$ cat src/rv_ctrl_pkg.sv
// ================================================
// Shared constants and types for the pipeline control unit
// of a three-stage RV32I core (D, X, WF)
// Opcodes are compared on bits 6 to 2 only
// CSR instructions are not decoded
// ================================================
`default_nettype none

package rv_ctrl_pkg;

  localparam int XLEN   = 32;
  localparam int REG_AW = 5;

  localparam logic [XLEN-1:0] NOP_INSTR = 32'h0000_0013; // addi x0, x0, 0

  localparam logic [4:0] OPC_RTYPE  = 5'b01100;
  localparam logic [4:0] OPC_ITYPE  = 5'b00100;
  localparam logic [4:0] OPC_LOAD   = 5'b00000;
  localparam logic [4:0] OPC_STORE  = 5'b01000;
  localparam logic [4:0] OPC_BRANCH = 5'b11000;
  localparam logic [4:0] OPC_JAL    = 5'b11011;
  localparam logic [4:0] OPC_JALR   = 5'b11001;
  localparam logic [4:0] OPC_AUIPC  = 5'b00101;
  localparam logic [4:0] OPC_LUI    = 5'b01101;

  localparam logic [2:0] FNC_ADD_SUB = 3'b000;
  localparam logic [2:0] FNC_SLL     = 3'b001;
  localparam logic [2:0] FNC_SLT     = 3'b010;
  localparam logic [2:0] FNC_SLTU    = 3'b011;
  localparam logic [2:0] FNC_XOR     = 3'b100;
  localparam logic [2:0] FNC_SRL_SRA = 3'b101;
  localparam logic [2:0] FNC_OR      = 3'b110;
  localparam logic [2:0] FNC_AND     = 3'b111;
  localparam logic [2:0] FNC_BEQ     = 3'b000;
  localparam logic [2:0] FNC_BNE     = 3'b001;
  localparam logic [2:0] FNC_BLT     = 3'b100;
  localparam logic [2:0] FNC_BGE     = 3'b101;
  localparam logic [2:0] FNC_BLTU    = 3'b110;
  localparam logic [2:0] FNC_BGEU    = 3'b111;
  localparam logic [2:0] FNC_LB      = 3'b000;
  localparam logic [2:0] FNC_LH      = 3'b001;
  localparam logic [2:0] FNC_LW      = 3'b010;
  localparam logic [2:0] FNC_LBU     = 3'b100;
  localparam logic [2:0] FNC_LHU     = 3'b101;
  localparam logic       FNC2_ALT    = 1'b1; // Bit 30, sub and sra

  localparam logic [3:0] ALU_ADD  = 4'd0;
  localparam logic [3:0] ALU_SUB  = 4'd1;
  localparam logic [3:0] ALU_AND  = 4'd2;
  localparam logic [3:0] ALU_OR   = 4'd3;
  localparam logic [3:0] ALU_XOR  = 4'd4;
  localparam logic [3:0] ALU_SLL  = 4'd5;
  localparam logic [3:0] ALU_SRL  = 4'd6;
  localparam logic [3:0] ALU_SRA  = 4'd7;
  localparam logic [3:0] ALU_SLT  = 4'd8;
  localparam logic [3:0] ALU_SLTU = 4'd9;
  localparam logic [3:0] ALU_LUI  = 4'd10;
  localparam logic [3:0] ALU_FIX  = 4'd11; // pc+4 after wrong taken guess

  localparam logic [1:0] FWD_RF  = 2'd0;
  localparam logic [1:0] FWD_ALU = 2'd1;
  localparam logic [1:0] FWD_MEM = 2'd2;

  localparam logic [1:0] ASRC_RS  = 2'd0;
  localparam logic [1:0] ASRC_PC  = 2'd1;
  localparam logic [1:0] ASRC_MEM = 2'd2;

  localparam logic [1:0] WB_MEM = 2'd0;
  localparam logic [1:0] WB_ALU = 2'd1;
  localparam logic [1:0] WB_PC4 = 2'd2;

  localparam logic [2:0] LDX_W  = 3'd0;
  localparam logic [2:0] LDX_HU = 3'd1;
  localparam logic [2:0] LDX_H  = 3'd2;
  localparam logic [2:0] LDX_BU = 3'd3;
  localparam logic [2:0] LDX_B  = 3'd4;

  localparam logic [2:0] PC_RESET    = 3'd0;
  localparam logic [2:0] PC_JAL      = 3'd1;
  localparam logic [2:0] PC_PLUS4    = 3'd2;
  localparam logic [2:0] PC_REDIRECT = 3'd3;

  typedef struct packed {
    logic [6:0]        funct7;
    logic [REG_AW-1:0] rs2;
    logic [REG_AW-1:0] rs1;
    logic [2:0]        funct3;
    logic [REG_AW-1:0] rd;
    logic [6:0]        opcode;
  } r_fmt_t;

  typedef struct packed {
    logic [11:0]       imm_hi; // I immediate, or S imm[11:5] with rs2
    logic [REG_AW-1:0] rs1;
    logic [2:0]        funct3;
    logic [4:0]        imm_lo; // Store imm[4:0], rd elsewhere
    logic [6:0]        opcode;
  } is_fmt_t;

  typedef union packed {
    r_fmt_t  r;
    is_fmt_t i_s;
  } instr_t;

  typedef struct packed {
    logic [2:0] pc_sel;
    logic       d_fwd_a;
    logic       d_fwd_b;
  } d_ctrl_t;

  typedef struct packed {
    logic [3:0] alu_sel;
    logic [1:0] a_sel;
    logic       b_sel; // 1 selects the immediate
    logic       br_un;
    logic [1:0] fwd_a;
    logic [1:0] fwd_b;
    logic [1:0] rs2_sel;
    logic       br_taken;
  } x_ctrl_t;

  typedef struct packed {
    logic       rf_we;
    logic [1:0] wb_sel;
    logic [2:0] ldx_sel;
  } wf_ctrl_t;

  function automatic logic [4:0] opc(input instr_t instr);
    return instr.r.opcode[6:2];
  endfunction

  // True when the word can supply a result to a later reader
  function automatic logic is_producer(input instr_t instr);
    return (opc(instr) != OPC_BRANCH) && (opc(instr) != OPC_STORE) &&
           (instr.r.rd != '0);
  endfunction

endpackage

`default_nettype wire

$ cat src/branch_resolve.sv
// ================================================
// Branch outcome from the datapath comparator flags
// br_lt is signed or unsigned as br_un asks
// The static guess comes in with the X word
// ================================================
`default_nettype none

module branch_resolve import rv_ctrl_pkg::*; (
  input  instr_t x_instr,
  input  logic   br_eq,
  input  logic   br_lt,
  input  logic   br_pred_taken,
  output logic   br_taken,
  output logic   br_un,
  output logic   mispredict,
  output logic   pred_wrong_taken
);

  logic is_br;

  always_comb begin
    is_br = (opc(x_instr) == OPC_BRANCH);
    br_taken = 1'b0;
    if (is_br) begin
      case (x_instr.i_s.funct3)
        FNC_BEQ:            br_taken = br_eq;
        FNC_BNE:            br_taken = !br_eq;
        FNC_BLT, FNC_BLTU:  br_taken = br_lt;
        FNC_BGE, FNC_BGEU:  br_taken = !br_lt;
        default:            br_taken = 1'b0; // 010 and 011 are not branches
      endcase
    end
    br_un            = is_br && (x_instr.i_s.funct3[2:1] == 2'b11);
    mispredict       = is_br && (br_pred_taken != br_taken);
    pred_wrong_taken = is_br && br_pred_taken && !br_taken;

    assert (is_br || !br_taken) else $error("br_taken without a branch in X");
  end

endmodule

`default_nettype wire

$ cat src/d_stage_ctrl.sv
// ================================================
// Decode-stage control
// Forwards the WF result into D for the two-cycle hazard
// Picks the next PC; reset and redirect win over JAL
// ================================================
`default_nettype none

module d_stage_ctrl import rv_ctrl_pkg::*; (
  input  logic    rst,
  input  instr_t  d_instr,
  input  instr_t  wf_instr,
  input  logic    redirect,
  output d_ctrl_t d_ctrl
);

  logic wf_prod;

  assign wf_prod = is_producer(wf_instr);

  always_comb begin
    d_ctrl.d_fwd_a = wf_prod && (wf_instr.r.rd == d_instr.r.rs1);
    d_ctrl.d_fwd_b = wf_prod && (wf_instr.r.rd == d_instr.r.rs2);

    if (rst) begin
      d_ctrl.pc_sel = PC_RESET;
    end else if (redirect) begin
      d_ctrl.pc_sel = PC_REDIRECT; // JALR target or branch fix-up
    end else if (opc(d_instr) == OPC_JAL) begin
      d_ctrl.pc_sel = PC_JAL; // Jump resolved early in D
    end else begin
      d_ctrl.pc_sel = PC_PLUS4;
    end
  end

endmodule

`default_nettype wire

$ cat src/instr_pipe.sv
// ================================================
// D, X and WF instruction registers
// No stall: every edge advances all three stages
// Redirect turns the D and X words into NOPs and keeps
// the redirecting word on its way into WF
// ================================================
`default_nettype none

module instr_pipe import rv_ctrl_pkg::*; (
  input  logic   clk,
  input  logic   rst,
  input  instr_t fetch_instr,
  input  logic   redirect,
  output instr_t d_instr,
  output instr_t x_instr,
  output instr_t wf_instr
);

  always_ff @(posedge clk) begin
    if (rst) begin
      d_instr  <= NOP_INSTR;
      x_instr  <= NOP_INSTR;
      wf_instr <= NOP_INSTR;
    end else begin
      d_instr  <= redirect ? instr_t'(NOP_INSTR) : fetch_instr; // Wrong path
      x_instr  <= redirect ? instr_t'(NOP_INSTR) : d_instr;
      wf_instr <= x_instr;
    end
  end

  // Squashed word must never reach execute
  a_redirect_squash: assert property (
    @(posedge clk) disable iff (rst)
    redirect |=> (x_instr == NOP_INSTR)
  ) else $error("X stage not squashed after redirect");

endmodule

`default_nettype wire

$ cat src/rv_pipe_ctrl.sv
// ================================================
// Pipeline control unit, top level
// All outputs are combinational from the stage registers
// and the comparator flags; flush is the X redirect
// ================================================
`default_nettype none

module rv_pipe_ctrl import rv_ctrl_pkg::*; (
  input  logic     clk,
  input  logic     rst,
  input  instr_t   fetch_instr,
  input  logic     br_eq,
  input  logic     br_lt,
  input  logic     br_pred_taken,
  output d_ctrl_t  d_ctrl,
  output x_ctrl_t  x_ctrl,
  output wf_ctrl_t wf_ctrl,
  output logic     flush
);

  instr_t d_instr;
  instr_t x_instr;
  instr_t wf_instr;
  logic   redirect;

  instr_pipe i_instr_pipe (
    .clk         (clk),
    .rst         (rst),
    .fetch_instr (fetch_instr),
    .redirect    (redirect),
    .d_instr     (d_instr),
    .x_instr     (x_instr),
    .wf_instr    (wf_instr)
  );

  d_stage_ctrl i_d_stage_ctrl (
    .rst      (rst),
    .d_instr  (d_instr),
    .wf_instr (wf_instr),
    .redirect (redirect),
    .d_ctrl   (d_ctrl)
  );

  x_stage_ctrl i_x_stage_ctrl (
    .x_instr       (x_instr),
    .wf_instr      (wf_instr),
    .br_eq         (br_eq),
    .br_lt         (br_lt),
    .br_pred_taken (br_pred_taken),
    .x_ctrl        (x_ctrl),
    .redirect      (redirect)
  );

  wf_stage_ctrl i_wf_stage_ctrl (
    .wf_instr (wf_instr),
    .wf_ctrl  (wf_ctrl)
  );

  assign flush = redirect;

endmodule

`default_nettype wire

$ cat src/wf_stage_ctrl.sv
// ================================================
// Writeback control for the WF word
// Stores, branches and unknown opcodes do not write
// ================================================
`default_nettype none

module wf_stage_ctrl import rv_ctrl_pkg::*; (
  input  instr_t   wf_instr,
  output wf_ctrl_t wf_ctrl
);

  always_comb begin
    wf_ctrl.ldx_sel = LDX_W;
    case (opc(wf_instr))
      OPC_RTYPE, OPC_ITYPE, OPC_AUIPC, OPC_LUI: begin
        wf_ctrl.rf_we  = 1'b1;
        wf_ctrl.wb_sel = WB_ALU;
      end
      OPC_LOAD: begin
        wf_ctrl.rf_we  = 1'b1;
        wf_ctrl.wb_sel = WB_MEM;
        case (wf_instr.i_s.funct3)
          FNC_LB:  wf_ctrl.ldx_sel = LDX_B;
          FNC_LBU: wf_ctrl.ldx_sel = LDX_BU;
          FNC_LH:  wf_ctrl.ldx_sel = LDX_H;
          FNC_LHU: wf_ctrl.ldx_sel = LDX_HU;
          FNC_LW:  wf_ctrl.ldx_sel = LDX_W;
          default: wf_ctrl.ldx_sel = LDX_W;
        endcase
      end
      OPC_JAL, OPC_JALR: begin
        wf_ctrl.rf_we  = 1'b1;
        wf_ctrl.wb_sel = WB_PC4; // Link address
      end
      default: begin
        wf_ctrl.rf_we  = 1'b0;
        wf_ctrl.wb_sel = WB_ALU;
      end
    endcase
  end

endmodule

`default_nettype wire

$ cat src/x_forward.sv
// ================================================
// Execute-stage forwarding selects
// Producer is the WF word; x0 never forwards
// Store data and store base get their own selects
// ================================================
`default_nettype none

module x_forward import rv_ctrl_pkg::*; (
  input  instr_t     x_instr,
  input  instr_t     wf_instr,
  output logic [1:0] fwd_a,
  output logic [1:0] fwd_b,
  output logic [1:0] rs2_sel,
  output logic       mem_to_rs1
);

  logic       wf_prod;
  logic       wf_load;
  logic       x_store;
  logic       hit_a;
  logic       hit_b;
  logic [1:0] src;

  always_comb begin
    wf_prod = is_producer(wf_instr);
    wf_load = (opc(wf_instr) == OPC_LOAD);
    x_store = (opc(x_instr) == OPC_STORE);
    hit_a   = wf_prod && (wf_instr.r.rd == x_instr.r.rs1);
    hit_b   = wf_prod && (wf_instr.r.rd == x_instr.r.rs2);
    src     = wf_load ? FWD_MEM : FWD_ALU; // Load data or ALU result

    fwd_a      = hit_a ? src : FWD_RF;
    fwd_b      = hit_b ? src : FWD_RF;
    rs2_sel    = (x_store && hit_b) ? src : FWD_RF;
    mem_to_rs1 = x_store && wf_load && wf_prod &&
                 (wf_instr.r.rd == x_instr.i_s.rs1); // Base from load data

    // Memory data only exists behind a load in WF
    assert ((fwd_a != FWD_MEM && fwd_b != FWD_MEM && rs2_sel != FWD_MEM) ||
            opc(wf_instr) == OPC_LOAD)
      else $error("FWD_MEM without a load in WF");
  end

endmodule

`default_nettype wire

$ cat src/x_stage_ctrl.sv
// ================================================
// Execute-stage control: ALU op, operand sources,
// forwarding and branch resolution
// redirect flushes D and X; JALR always redirects
// ================================================
`default_nettype none

module x_stage_ctrl import rv_ctrl_pkg::*; (
  input  instr_t  x_instr,
  input  instr_t  wf_instr,
  input  logic    br_eq,
  input  logic    br_lt,
  input  logic    br_pred_taken,
  output x_ctrl_t x_ctrl,
  output logic    redirect
);

  logic       mem_to_rs1;
  logic       mispredict;
  logic       pred_wrong_taken;
  logic [3:0] arith_sel;
  logic       alt;

  x_forward i_x_forward (
    .x_instr    (x_instr),
    .wf_instr   (wf_instr),
    .fwd_a      (x_ctrl.fwd_a),
    .fwd_b      (x_ctrl.fwd_b),
    .rs2_sel    (x_ctrl.rs2_sel),
    .mem_to_rs1 (mem_to_rs1)
  );

  branch_resolve i_branch_resolve (
    .x_instr          (x_instr),
    .br_eq            (br_eq),
    .br_lt            (br_lt),
    .br_pred_taken    (br_pred_taken),
    .br_taken         (x_ctrl.br_taken),
    .br_un            (x_ctrl.br_un),
    .mispredict       (mispredict),
    .pred_wrong_taken (pred_wrong_taken)
  );

  // Shared funct3 decode of R-type and I-type arithmetic
  always_comb begin
    alt = (x_instr.r.funct7[5] == FNC2_ALT);
    case (x_instr.r.funct3)
      FNC_ADD_SUB: arith_sel = (alt && opc(x_instr) == OPC_RTYPE) ? ALU_SUB : ALU_ADD;
      FNC_SLL:     arith_sel = ALU_SLL;
      FNC_SLT:     arith_sel = ALU_SLT;
      FNC_SLTU:    arith_sel = ALU_SLTU;
      FNC_XOR:     arith_sel = ALU_XOR;
      FNC_SRL_SRA: arith_sel = alt ? ALU_SRA : ALU_SRL; // srai keeps bit 30
      FNC_OR:      arith_sel = ALU_OR;
      default:     arith_sel = ALU_AND;
    endcase
  end

  always_comb begin
    case (opc(x_instr))
      OPC_RTYPE, OPC_ITYPE: x_ctrl.alu_sel = arith_sel;
      OPC_BRANCH:           x_ctrl.alu_sel = pred_wrong_taken ? ALU_FIX : ALU_ADD;
      OPC_LUI:              x_ctrl.alu_sel = ALU_LUI;
      default:              x_ctrl.alu_sel = ALU_ADD; // Address and target sums
    endcase

    x_ctrl.b_sel = (opc(x_instr) != OPC_RTYPE);

    if (opc(x_instr) == OPC_BRANCH || opc(x_instr) == OPC_JAL ||
        opc(x_instr) == OPC_AUIPC) begin
      x_ctrl.a_sel = ASRC_PC;
    end else if (mem_to_rs1) begin
      x_ctrl.a_sel = ASRC_MEM;
    end else begin
      x_ctrl.a_sel = ASRC_RS;
    end
  end

  assign redirect = (opc(x_instr) == OPC_JALR) || mispredict;

endmodule

`default_nettype wire
$ cat config.mk
export PLATFORM = sky130hd
export DESIGN_NAME = rv_pipe_ctrl
export DESIGN_NICKNAME = d
export VERILOG_FILES = /design/src/rv_ctrl_pkg.sv /design/src/branch_resolve.sv /design/src/d_stage_ctrl.sv /design/src/instr_pipe.sv /design/src/rv_pipe_ctrl.sv /design/src/wf_stage_ctrl.sv /design/src/x_forward.sv /design/src/x_stage_ctrl.sv
export SDC_FILE = /design/constraint.sdc
export NUM_CORES = 1
export LEC_CHECK = 0
export BUFFER_PORTS_ARGS = -buffer_cell sky130_fd_sc_hd__buf_2
export CAP_MARGIN = 40
export CORE_UTILIZATION = 50
export CTS_CLUSTER_SIZE = 8
export DETAILED_ROUTE_END_ITERATION = 10
export PLACE_DENSITY = 0.87
export SETUP_SLACK_MARGIN = 0.2
export SKIP_LAST_GASP = 1
export SLEW_MARGIN = 15
export SYNTH_ARGS = -nofsm -noshare
export SYNTH_HDL_FRONTEND = slang
export SYNTH_SLANG_ARGS = --single-unit
$ cat constraint.sdc
create_clock -name clk -period 2.19 [get_ports clk]
set_input_delay 0.1095 -clock clk [delete_from_list [all_inputs] [get_ports clk]]
set_output_delay 0.1095 -clock clk [all_outputs]
set_load 0.005 [all_outputs]
==> results_dict.tcl, run 1 <==
set metrics [dict create \
    outcome "finished, violations left" \
    violations "DRC" \
    area_growth_syn_to_layout_pct 26.86 \
    drtAntennaViolNets 0 \
    tightest_slew_ns 0.5238 \
    ios 64 \
    cts.reportedPaths.clkPinSlew_ns 0.06 \
    cts_root_buf "clkbuf_8" \
    post_synth_num_cell_types 41 \
    power_leakage_nw 1.359 \
    post_drt_wl_per_cell_um 12.25 \
    rr_startpoint "i_instr_pipe.x_instr[12]$_SDFF_PP0_" \
    antenna_found_initial 0 \
    critPathRequiredTime_ns 2.08 \
    rows 24 \
    vdd_ir_drop_max_uv 573.5 \
    ys_ff_latch 61 \
    grtUsageTotal_pct 18.67 \
    avgSynthCellArea_sq_um 9.794 \
    ys_warn_count 0 \
    final-hold-violation-count 0 \
    fin_setup_tns_ns 0 \
    ff2ff_setup_slack_ns 0.52 \
    syn_nets 281 \
    vias_per_cell 4.854 \
    grt_overflow_total 0 \
    finalNetCount 351 \
    max-clock-path-buffers 2 \
    grt_pass1_vias 1620 \
    end_kind "primary output" \
    clk_latency_ns 0.33 \
    endpoint "wf_ctrl[2]" \
    core_area_sq_um 4474 \
    die_h_um 71.14 \
    cts.sinks 61 \
    rsz0062_at_grt "no" \
    grt_max_degree 49 \
    yosys-top-cells-area "dfxtp_1, and2_1, xnor2_1, xor2_1, nor2b_1" \
    dp_cells 332 \
    period_minus_slack_ns 1.927 \
    dieWidth_um 71.14 \
    slew_headroom_pct 64.59 \
    min_path_type "input port to flop" \
    layout_common_cells "dfxtp_1, buf_2, and2_1" \
    max_freq_ghz 0.5190 \
    drt_iter0_drc 92 \
    finClkSkew_ns 0.007012 \
    holdWs_ns 0.008654 \
    reg2reg_depth 5 \
    cts_tree "built" \
    drive_above_1_share_pct 26.73 \
    first_pass_iters 7 \
    critical_path_peak_fanout 8 \
    setup_viol 0 \
    cp-start-kind "flop" \
    final.period_utilization_pct 87.99 \
    cts_buffers 9 \
    rr_endpoint "i_instr_pipe.x_instr[21]$_SDFF_PP0_" \
    yosys.area.top_type "dfxtp_1" \
    die_area_sq_um 5060 \
    port_buffers 54 \
    cp-startpoint "i_instr_pipe.wf_instr[3]$_SDFF_PP0_" \
    post-route-util_pct 67.76 \
    dpl_cell_area_sq_um 2615 \
    cellPowerDensity_nw_per_um2 732.1 \
    critPathArrivalTime_ns 1.82 \
    gp_congestion 0.8463 \
    grt_pass1_wl_mm 6.969 \
    ys_seq_area_share_pct 51.10 \
    synth_top_area_share_pct 51.10 \
    start_util_pct 53.41 \
    syn_area_sq_um 2390 \
    maxCapViolations 0 \
    syn_inst 244 \
    vias 1796 \
    n_antenna_cell 0 \
    dp_hpwl_mm 2.837 \
    path_class "flop to primary output" \
    finalNonFillerCells 370 \
    postRouteWirelength_mm 4.532 \
    drc 3 \
    drv_slew 0 \
    post-route-cell-area_sq_um 3032 \
    cts_max_level 3 \
]
==> registers in the layout, indices dropped and copies added (netlist names) <==
register and count:
i_instr_pipe.d_instr 24, i_instr_pipe.wf_instr 13, i_instr_pipe.x_instr 24
==> kinds of logic (layout without fill, tap and decap cells) <==
group           Yosys count  in the layout  share of synthesized area (%)
buf+inv                  22             96                          5.392
xor+xnor                 24             24                          8.796
other cells               1              1                         0.1569
flops                    61             61                          51.10
compound gates           13             13                          4.032
simple gates            123            123                          30.52
==> worst min-delay path by stage <==
stage	from	endpoint	depth (start not counted)
finish	fetch_instr[20]	i_instr_pipe.d_instr[20]$_SDFF_PP0_	2
global route	fetch_instr[20]	i_instr_pipe.d_instr[20]$_SDFF_PP0_	2
CTS	fetch_instr[20]	i_instr_pipe.d_instr[20]$_SDFF_PP0_	2
detailed placement	fetch_instr[4]	i_instr_pipe.d_instr[4]$_SDFF_PP1_	2
global placement	fetch_instr[4]	i_instr_pipe.d_instr[4]$_SDFF_PP1_	2
floorplan	rst	i_instr_pipe.wf_instr[10]$_SDFF_PP0_	1
==> synth_stat cells <==
cell type and number:
a41oi_1 1, or2_2 2, clkbuf_1 6, a31oi_1 1
nor3_1 9, nand3b_1 2, dfxtp_1 61, or3b_2 1
buf_4 3, nor2_1 12, clkbuf_2 3, o211ai_1 1
or4b_2 1, xnor2_1 12, a21o_1 1, inv_1 3
and4b_1 1, nor3b_1 1, nand2b_1 3, conb_1 1
a31oi_2 1, nand4b_1 2, xor2_1 12, nor4b_1 2
o21ai_0 2, or2_1 1, nand2_1 7, nor2b_1 15
and2_1 47, buf_1 2, a21oi_1 3, nor4_1 5
nand3_1 9, nand4_1 1, nand4bb_1 1, buf_6 4
or4_1 1, a221o_1 1, a22oi_1 1, buf_2 1
o221a_2 1
==> metrics by stage <==
step	total power [mW]	worst slack [ns]
after global placement	1.374	0.4842
after detailed placement	1.381	0.4628
after floorplan	1.330	0.6415
final	2.219	0.2631
after CTS	2.237	0.2178
after global routing	2.323	0.2115
==> routing by layer <==
layer  share of wire, %  routed length, um  track usage (%)
met5                  0                  0                0
met4                1.5                 69            10.67
met3                4.9                220            6.838
met2                 50               2271            32.59
met1                 43               1971            19.33
==> report_power, final <==
group	internal, mW	switching, mW
combinational	0.118	0.0834
sequential	1.16	0.0354
clock	0.425	0.399
total	1.70	0.517
==> final cells by class <==
cell class	instances	area [sq um]
fillers	356	1443
well taps	52	65.06
flip-flops and latches	61	1230
multi-input cells	161	1052
repair buffers	78	508.0
clock inverters	5	27.53
inverters	3	11.26
clock buffers	10	137.6
==> worst max-delay path, stage by stage, from the launching register on <==
cell	delay, ns
dfxtp_1	0.32
or2_2	0.30
or4_4	0.47
nor4_1	0.22
buf_2	0.17
==> repair_timing <==
action / in CTS / in global routing
endpoints found under the setup margin: 5 / 6
setup buffers: 0 / 0
resized for setup: 3 / 7
hold buffers: 23 / 0
pin swaps: 0 / 1
endpoints found under the hold margin: 23 / 0
Power figures use the tool's default switching activity.
==> inputs of run 2 (changes only) <==
RECOVER_POWER = 25   (was unset)
==> results_dict.tcl, run 2 (synthesis gave the netlist of run 1 again) <==
set metrics [dict create \
    reg2reg_depth 5 \
    vias_per_cell 4.859 \
    maxCapViolations 0 \
    cp-startpoint "i_instr_pipe.x_instr[14]$_SDFF_PP0_" \
    gp_congestion 0.8463 \
    cts_tree "built" \
    postRouteWirelength_mm 4.508 \
    nFillCells 364 \
    violations "DRC" \
    grt_max_degree 49 \
    power_leakage_nw 1.334 \
    finClkSkew_ns 0.006887 \
    critPathArrivalTime_ns 1.86 \
    cts_max_level 3 \
    setup_viol 0 \
    port_buffers 54 \
    critical_path_peak_fanout 10 \
    dp_hpwl_mm 2.837 \
    post-route-util_pct 67.45 \
    cts_buffers 9 \
    rsz0062_at_grt "no" \
    min_path_type "input port to flop" \
    critPathRequiredTime_ns 2.08 \
    area_growth_syn_to_layout_pct 26.28 \
    finalNetCount 351 \
    grtUsageTotal_pct 18.67 \
    max-clock-path-buffers 2 \
    drc 3 \
    drt_iter0_drc 86 \
    drive_above_1_share_pct 23.27 \
    vias 1798 \
    outcome "finished, violations left" \
    dieWidth_um 71.14 \
    clk_latency_ns 0.33 \
    final.period_utilization_pct 89.72 \
    post_drt_wl_per_cell_um 12.18 \
    drv_slew 0 \
    final_common_cell "dfxtp_1" \
    antenna_found_initial 0 \
    slew_headroom_pct 66.08 \
    end_kind "primary output" \
    cts.reportedPaths.clkPinSlew_ns 0.06 \
    cp-start-kind "flop" \
    die_area_sq_um 5060 \
    grt_pass1_wl_mm 6.969 \
    vdd_ir_drop_max_uv 573.6 \
    max_freq_ghz 0.5089 \
    n_antenna_cell 0 \
    tightest_slew_ns 0.5017 \
    grt_overflow_total 0 \
    cts_root_buf "clkbuf_8" \
    start_util_pct 53.41 \
    rows 24 \
    cts.sinks 61 \
    worstHoldStart "fetch_instr[20]" \
    core_area_sq_um 4474 \
    holdWs_ns 0.009299 \
    fin_setup_tns_ns 0 \
    path_class "flop to primary output" \
    rr_startpoint "i_instr_pipe.x_instr[12]$_SDFF_PP0_" \
    cellPowerDensity_nw_per_um2 735.0 \
    ios 64 \
    final-hold-violation-count 0 \
    die_h_um 71.14 \
    grt_pass1_vias 1620 \
    layout_common_cells "dfxtp_1, and2_1, buf_2" \
    top_regs "i_instr_pipe.d_instr x24, i_instr_pipe.x_instr x24, i_instr_pipe.wf_instr x13" \
    whs_path_depth 2 \
    period_minus_slack_ns 1.965 \
    first_pass_iters 7 \
    drtAntennaViolNets 0 \
]
run 2: metal layers:
layer  wire length, um  global-route usage [%]  vias up
met1              1951                   19.33      818
met5                 0                       0        -
met2              2279                   32.59       48
met3               207                   6.838        5
met4                69                   10.67        0
li1                  -                       -      927
run 2: where the power goes:
group | internal, mW | switching (mW) | total [mW]
logic | 0.117 | 0.0834 | 0.200
clock network | 0.425 | 0.399 | 0.824
registers | 1.16 | 0.0353 | 1.19
run 2: what timing repair did:
action,in CTS,in global routing
endpoints found under the hold margin,23,0
setup buffers,0,0
resized for setup,3,7
gates cloned,0,0
hold buffers,23,0
pin swaps,0,1
setup endpoints to repair,5,6
run 2: through the flow:
stage / cell area [sq um] / setup WS, ns / power [mW] / cells
floorplan: 2390 / 0.6415 / 1.330 / 244
global placement: 2615 / 0.4842 / 1.374 / 332
detailed placement: 2615 / 0.4628 / 1.381 / 332
CTS: 3017 / 0.2178 / 2.237 / 370
global route: 3018 / 0.1311 / 2.321 / 370
finish: 3018 / 0.2251 / 2.218 / 370
run 2: layout make-up:
cell class	instances	area [sq um]	share of cell area, %
clock inverters	5	27.53	0.9121
clock buffers	10	137.6	4.561
multi-input cells	161	1052	34.87
flip-flops and latches	61	1225	40.59
inverters	3	11.26	0.3731
repair buffers	78	499.2	16.54
well taps	52	65.06	2.156
run 2: worst paths after layout:
| kind | end | slack (ns) |
|---|---|---|
| min reg2reg | i_instr_pipe.x_instr[11]$_SDFF_PP0_ | 0.43 |
| min | i_instr_pipe.d_instr[20]$_SDFF_PP0_ | 0.009 |
| max | x_ctrl[11] | 0.23 |
| max reg2reg | i_instr_pipe.d_instr[22]$_SDFF_PP0_ | 0.44 |
run 2: worst max-delay path, cell delays in order, from the launching register on:
cell	delay (ns)
dfxtp_1	0.51
nor2_1	0.13
a22oi_1	0.24
or3b_4	0.41
o21ai_0	0.09
buf_2	0.15
==> inputs of run 3 (changes only) <==
ABC_AREA = 1   (was unset)
PLACE_DENSITY = 0.86   (was 0.87)
==> results_dict.tcl, run 3 <==
set metrics [dict create \
    yosys.cell_count.top_type "inv_1" \
    final-hold-violation-count 0 \
    multi_input_area_sq_um 1129 \
    grt_overflow_total 0 \
    min_path_type "input port to flop" \
    finalNetCount 404 \
    max-clock-path-buffers 2 \
    ys_warn_count 0 \
    dr.max_layer_used "met4" \
    avgSynthCellArea_sq_um 8.927 \
    drt_iter0_drc 43 \
    top_regs "i_instr_pipe.d_instr x24, i_instr_pipe.x_instr x24, i_instr_pipe.wf_instr x13" \
    post_drt_wl_per_cell_um 10.07 \
    n_antenna_cell 0 \
    grt_pass1_wl_mm 7.665 \
    seq_area_sq_um 1226 \
    drive_above_1_share_pct 32.26 \
    yosys-top-cells-area "dfxtp_1, nor2_4, inv_1, nor2_1, xnor2_1" \
    wl_met2_mm 2.183 \
    first_pass_iters 4 \
    drc 0 \
    grt_pass1_vias 1900 \
    die_area_sq_um 5855 \
    dieWidth_um 76.52 \
    syn_area_sq_um 2776 \
    vias 1940 \
    critPathArrivalTime_ns 1.74 \
    outcome "complete, no violations" \
    synth_top_area_share_pct 43.98 \
    rsz0062_at_grt "no" \
    cellPowerDensity_nw_per_um2 711.2 \
    cts_tree "built" \
    whs_path_depth 3 \
    cp-start-kind "flop" \
    p_sw_share_pct 23.92 \
    grtUsageTotal_pct 16.94 \
    cts_setup_buffers 0 \
    critical_path_peak_fanout 4 \
    postRouteWirelength_mm 4.449 \
    gp_congestion 0.7965 \
    final_common_cell "inv_1" \
    p_clk_share_pct 37.2 \
    period_minus_slack_ns 1.854 \
    grt_max_degree 21 \
    ys_ff_latch 61 \
    cts_root_buf "clkbuf_8" \
    synth_edf_count 0 \
    start_util_pct 53.01 \
    port_buffers 54 \
    intPower_mw 1.739 \
    reg2reg_depth 10 \
    wl_met1_mm 1.901 \
    core_area_sq_um 5238 \
    area_growth_syn_to_layout_pct 15.73 \
    dp_hpwl_mm 3.326 \
    die_h_um 76.52 \
    post_synth_num_cell_types 31 \
    met3_length_um 215 \
    final.period_utilization_pct 84.67 \
    dp_cells 425 \
    fin_setup_tns_ns 0 \
    vdd_ir_drop_max_uv 566.3 \
    clk_latency_ns 0.32 \
    syn_inst 311 \
    end_kind "primary output" \
    rows 26 \
    comb_power_share_pct 10.8 \
    power_leakage_nw 1.531 \
    pwr-share-seq_pct 52.0 \
    drtAntennaViolNets 0 \
    vias_per_cell 4.389 \
    ios 64 \
    cts.sinks 61 \
    critPathRequiredTime_ns 2.08 \
    synth_commonest_cells "inv_1, dfxtp_1, nor2_4" \
    syn_nets 348 \
    path_class "flop to primary output" \
    layout_common_cells "inv_1, dfxtp_1, buf_2" \
    synth_ff_type "dfxtp_1" \
    drv_slew 0 \
    maxCapViolations 0 \
    p_sw_mw 0.5465 \
    ys_async_sr_fraction_pct 0 \
    finClkSkew_ns 0.006922 \
    cts.reportedPaths.clkPinSlew_ns 0.06 \
    finalNonFillerCells 442 \
    cts_max_level 3 \
    antenna_found_initial 0 \
    nFillCells 421 \
    setup_viol 0 \
    cts_buffers 9 \
    max_freq_ghz 0.5393 \
    ys_seq_area_share_pct 43.98 \
    yosys.area.top_type "dfxtp_1" \
]
[run 3: cell count changes after synthesis, moves of 4 or more]
cell and change:
buf_12 +4, nor2_1 +20, and2_1 -47, nand2_1 +11, inv_1 +70, xor2_1 -4
nor2_4 +40, nor2b_1 -15
[run 3: power groups by stage]
| stage | Sequential (mW) | Combinational, mW | Clock, mW |
|---|---|---|---|
| floorplan | 1.20 | 0.205 | 0 |
| global placement | 1.21 | 0.241 | 0 |
| detailed placement | 1.21 | 0.250 | 0 |
| CTS | 1.19 | 0.253 | 0.867 |
| global route | 1.19 | 0.277 | 0.924 |
| finish | 1.19 | 0.247 | 0.850 |
[run 3: worst max-delay path, stage by stage, from the launching register on]
cell and delay [ns]:
dfxtp_1 0.33, inv_1 0.13, nand2_1 0.12, nor2_1 0.17, nand2_1 0.09, o21ai_0 0.14, a21boi_0 0.11, o21ai_0 0.19
buf_2 0.14
[run 3: worst paths after layout]
check | end | slack (ns) | start
hold / removal | i_instr_pipe.d_instr[30]$_SDFF_PP0_ | 0.006 | fetch_instr[30]
setup reg to reg | i_instr_pipe.x_instr[7]$_SDFF_PP0_ | 0.43 | i_instr_pipe.x_instr[12]$_SDFF_PP0_
setup / recovery | x_ctrl[11] | 0.34 | i_instr_pipe.x_instr[3]$_SDFF_PP0_
hold reg to reg | i_instr_pipe.wf_instr[9]$_SDFF_PP0_ | 0.39 | i_instr_pipe.x_instr[9]$_SDFF_PP0_
[run 3: per-layer routing]
metal  vias to the layer above  GRT usage, %
met3                        18         4.790
met2                        54         28.65
li1                       1016             -
met4                         0         11.15
met1                       852         18.46
met5                         -             0
[run 3: kinds of logic after synthesis]
kind of cell              count (synthesis)  synth area share [%]
AOI/OAI and AO/OA                        11                 2.479
xor gates and xnor gates                 21                 6.625
DFF                                      61                 43.98
and+or+nand+nor                         129                 31.86
other                                     1                0.1351
buffers and inverters                    88                 14.92
[run 3: layout make-up]
class	instances	area share, %
inverters	74	8.645
flip-flops and latches	61	38.16
clock buffers	15	5.179
multi-input cells	162	35.12
clock inverters	1	0.1558
repair buffers	59	10.01
well taps	70	2.726
[run 3: metrics by stage]
stage	area (sq um)	util, %	hold WS, ns	setup WS, ns	power [mW]
finish	3213	61.35	0.006404	0.3358	2.285
global route	3213	61.35	0.01403	0.1606	2.395
CTS	3222	61.51	0.01266	0.2690	2.308
detailed placement	3040	58.05	0.3074	0.5355	1.461
global placement	3040	58.05	0.2997	0.5793	1.451
floorplan	2776	-	0.1807	0.8232	1.405
[run 3: timing repair]
action | in CTS | in global routing
hold buffers | 1 | 0
endpoints found under the hold margin | 1 | 0
resized for setup | 0 | 8
endpoints found under the setup margin | 0 | 9
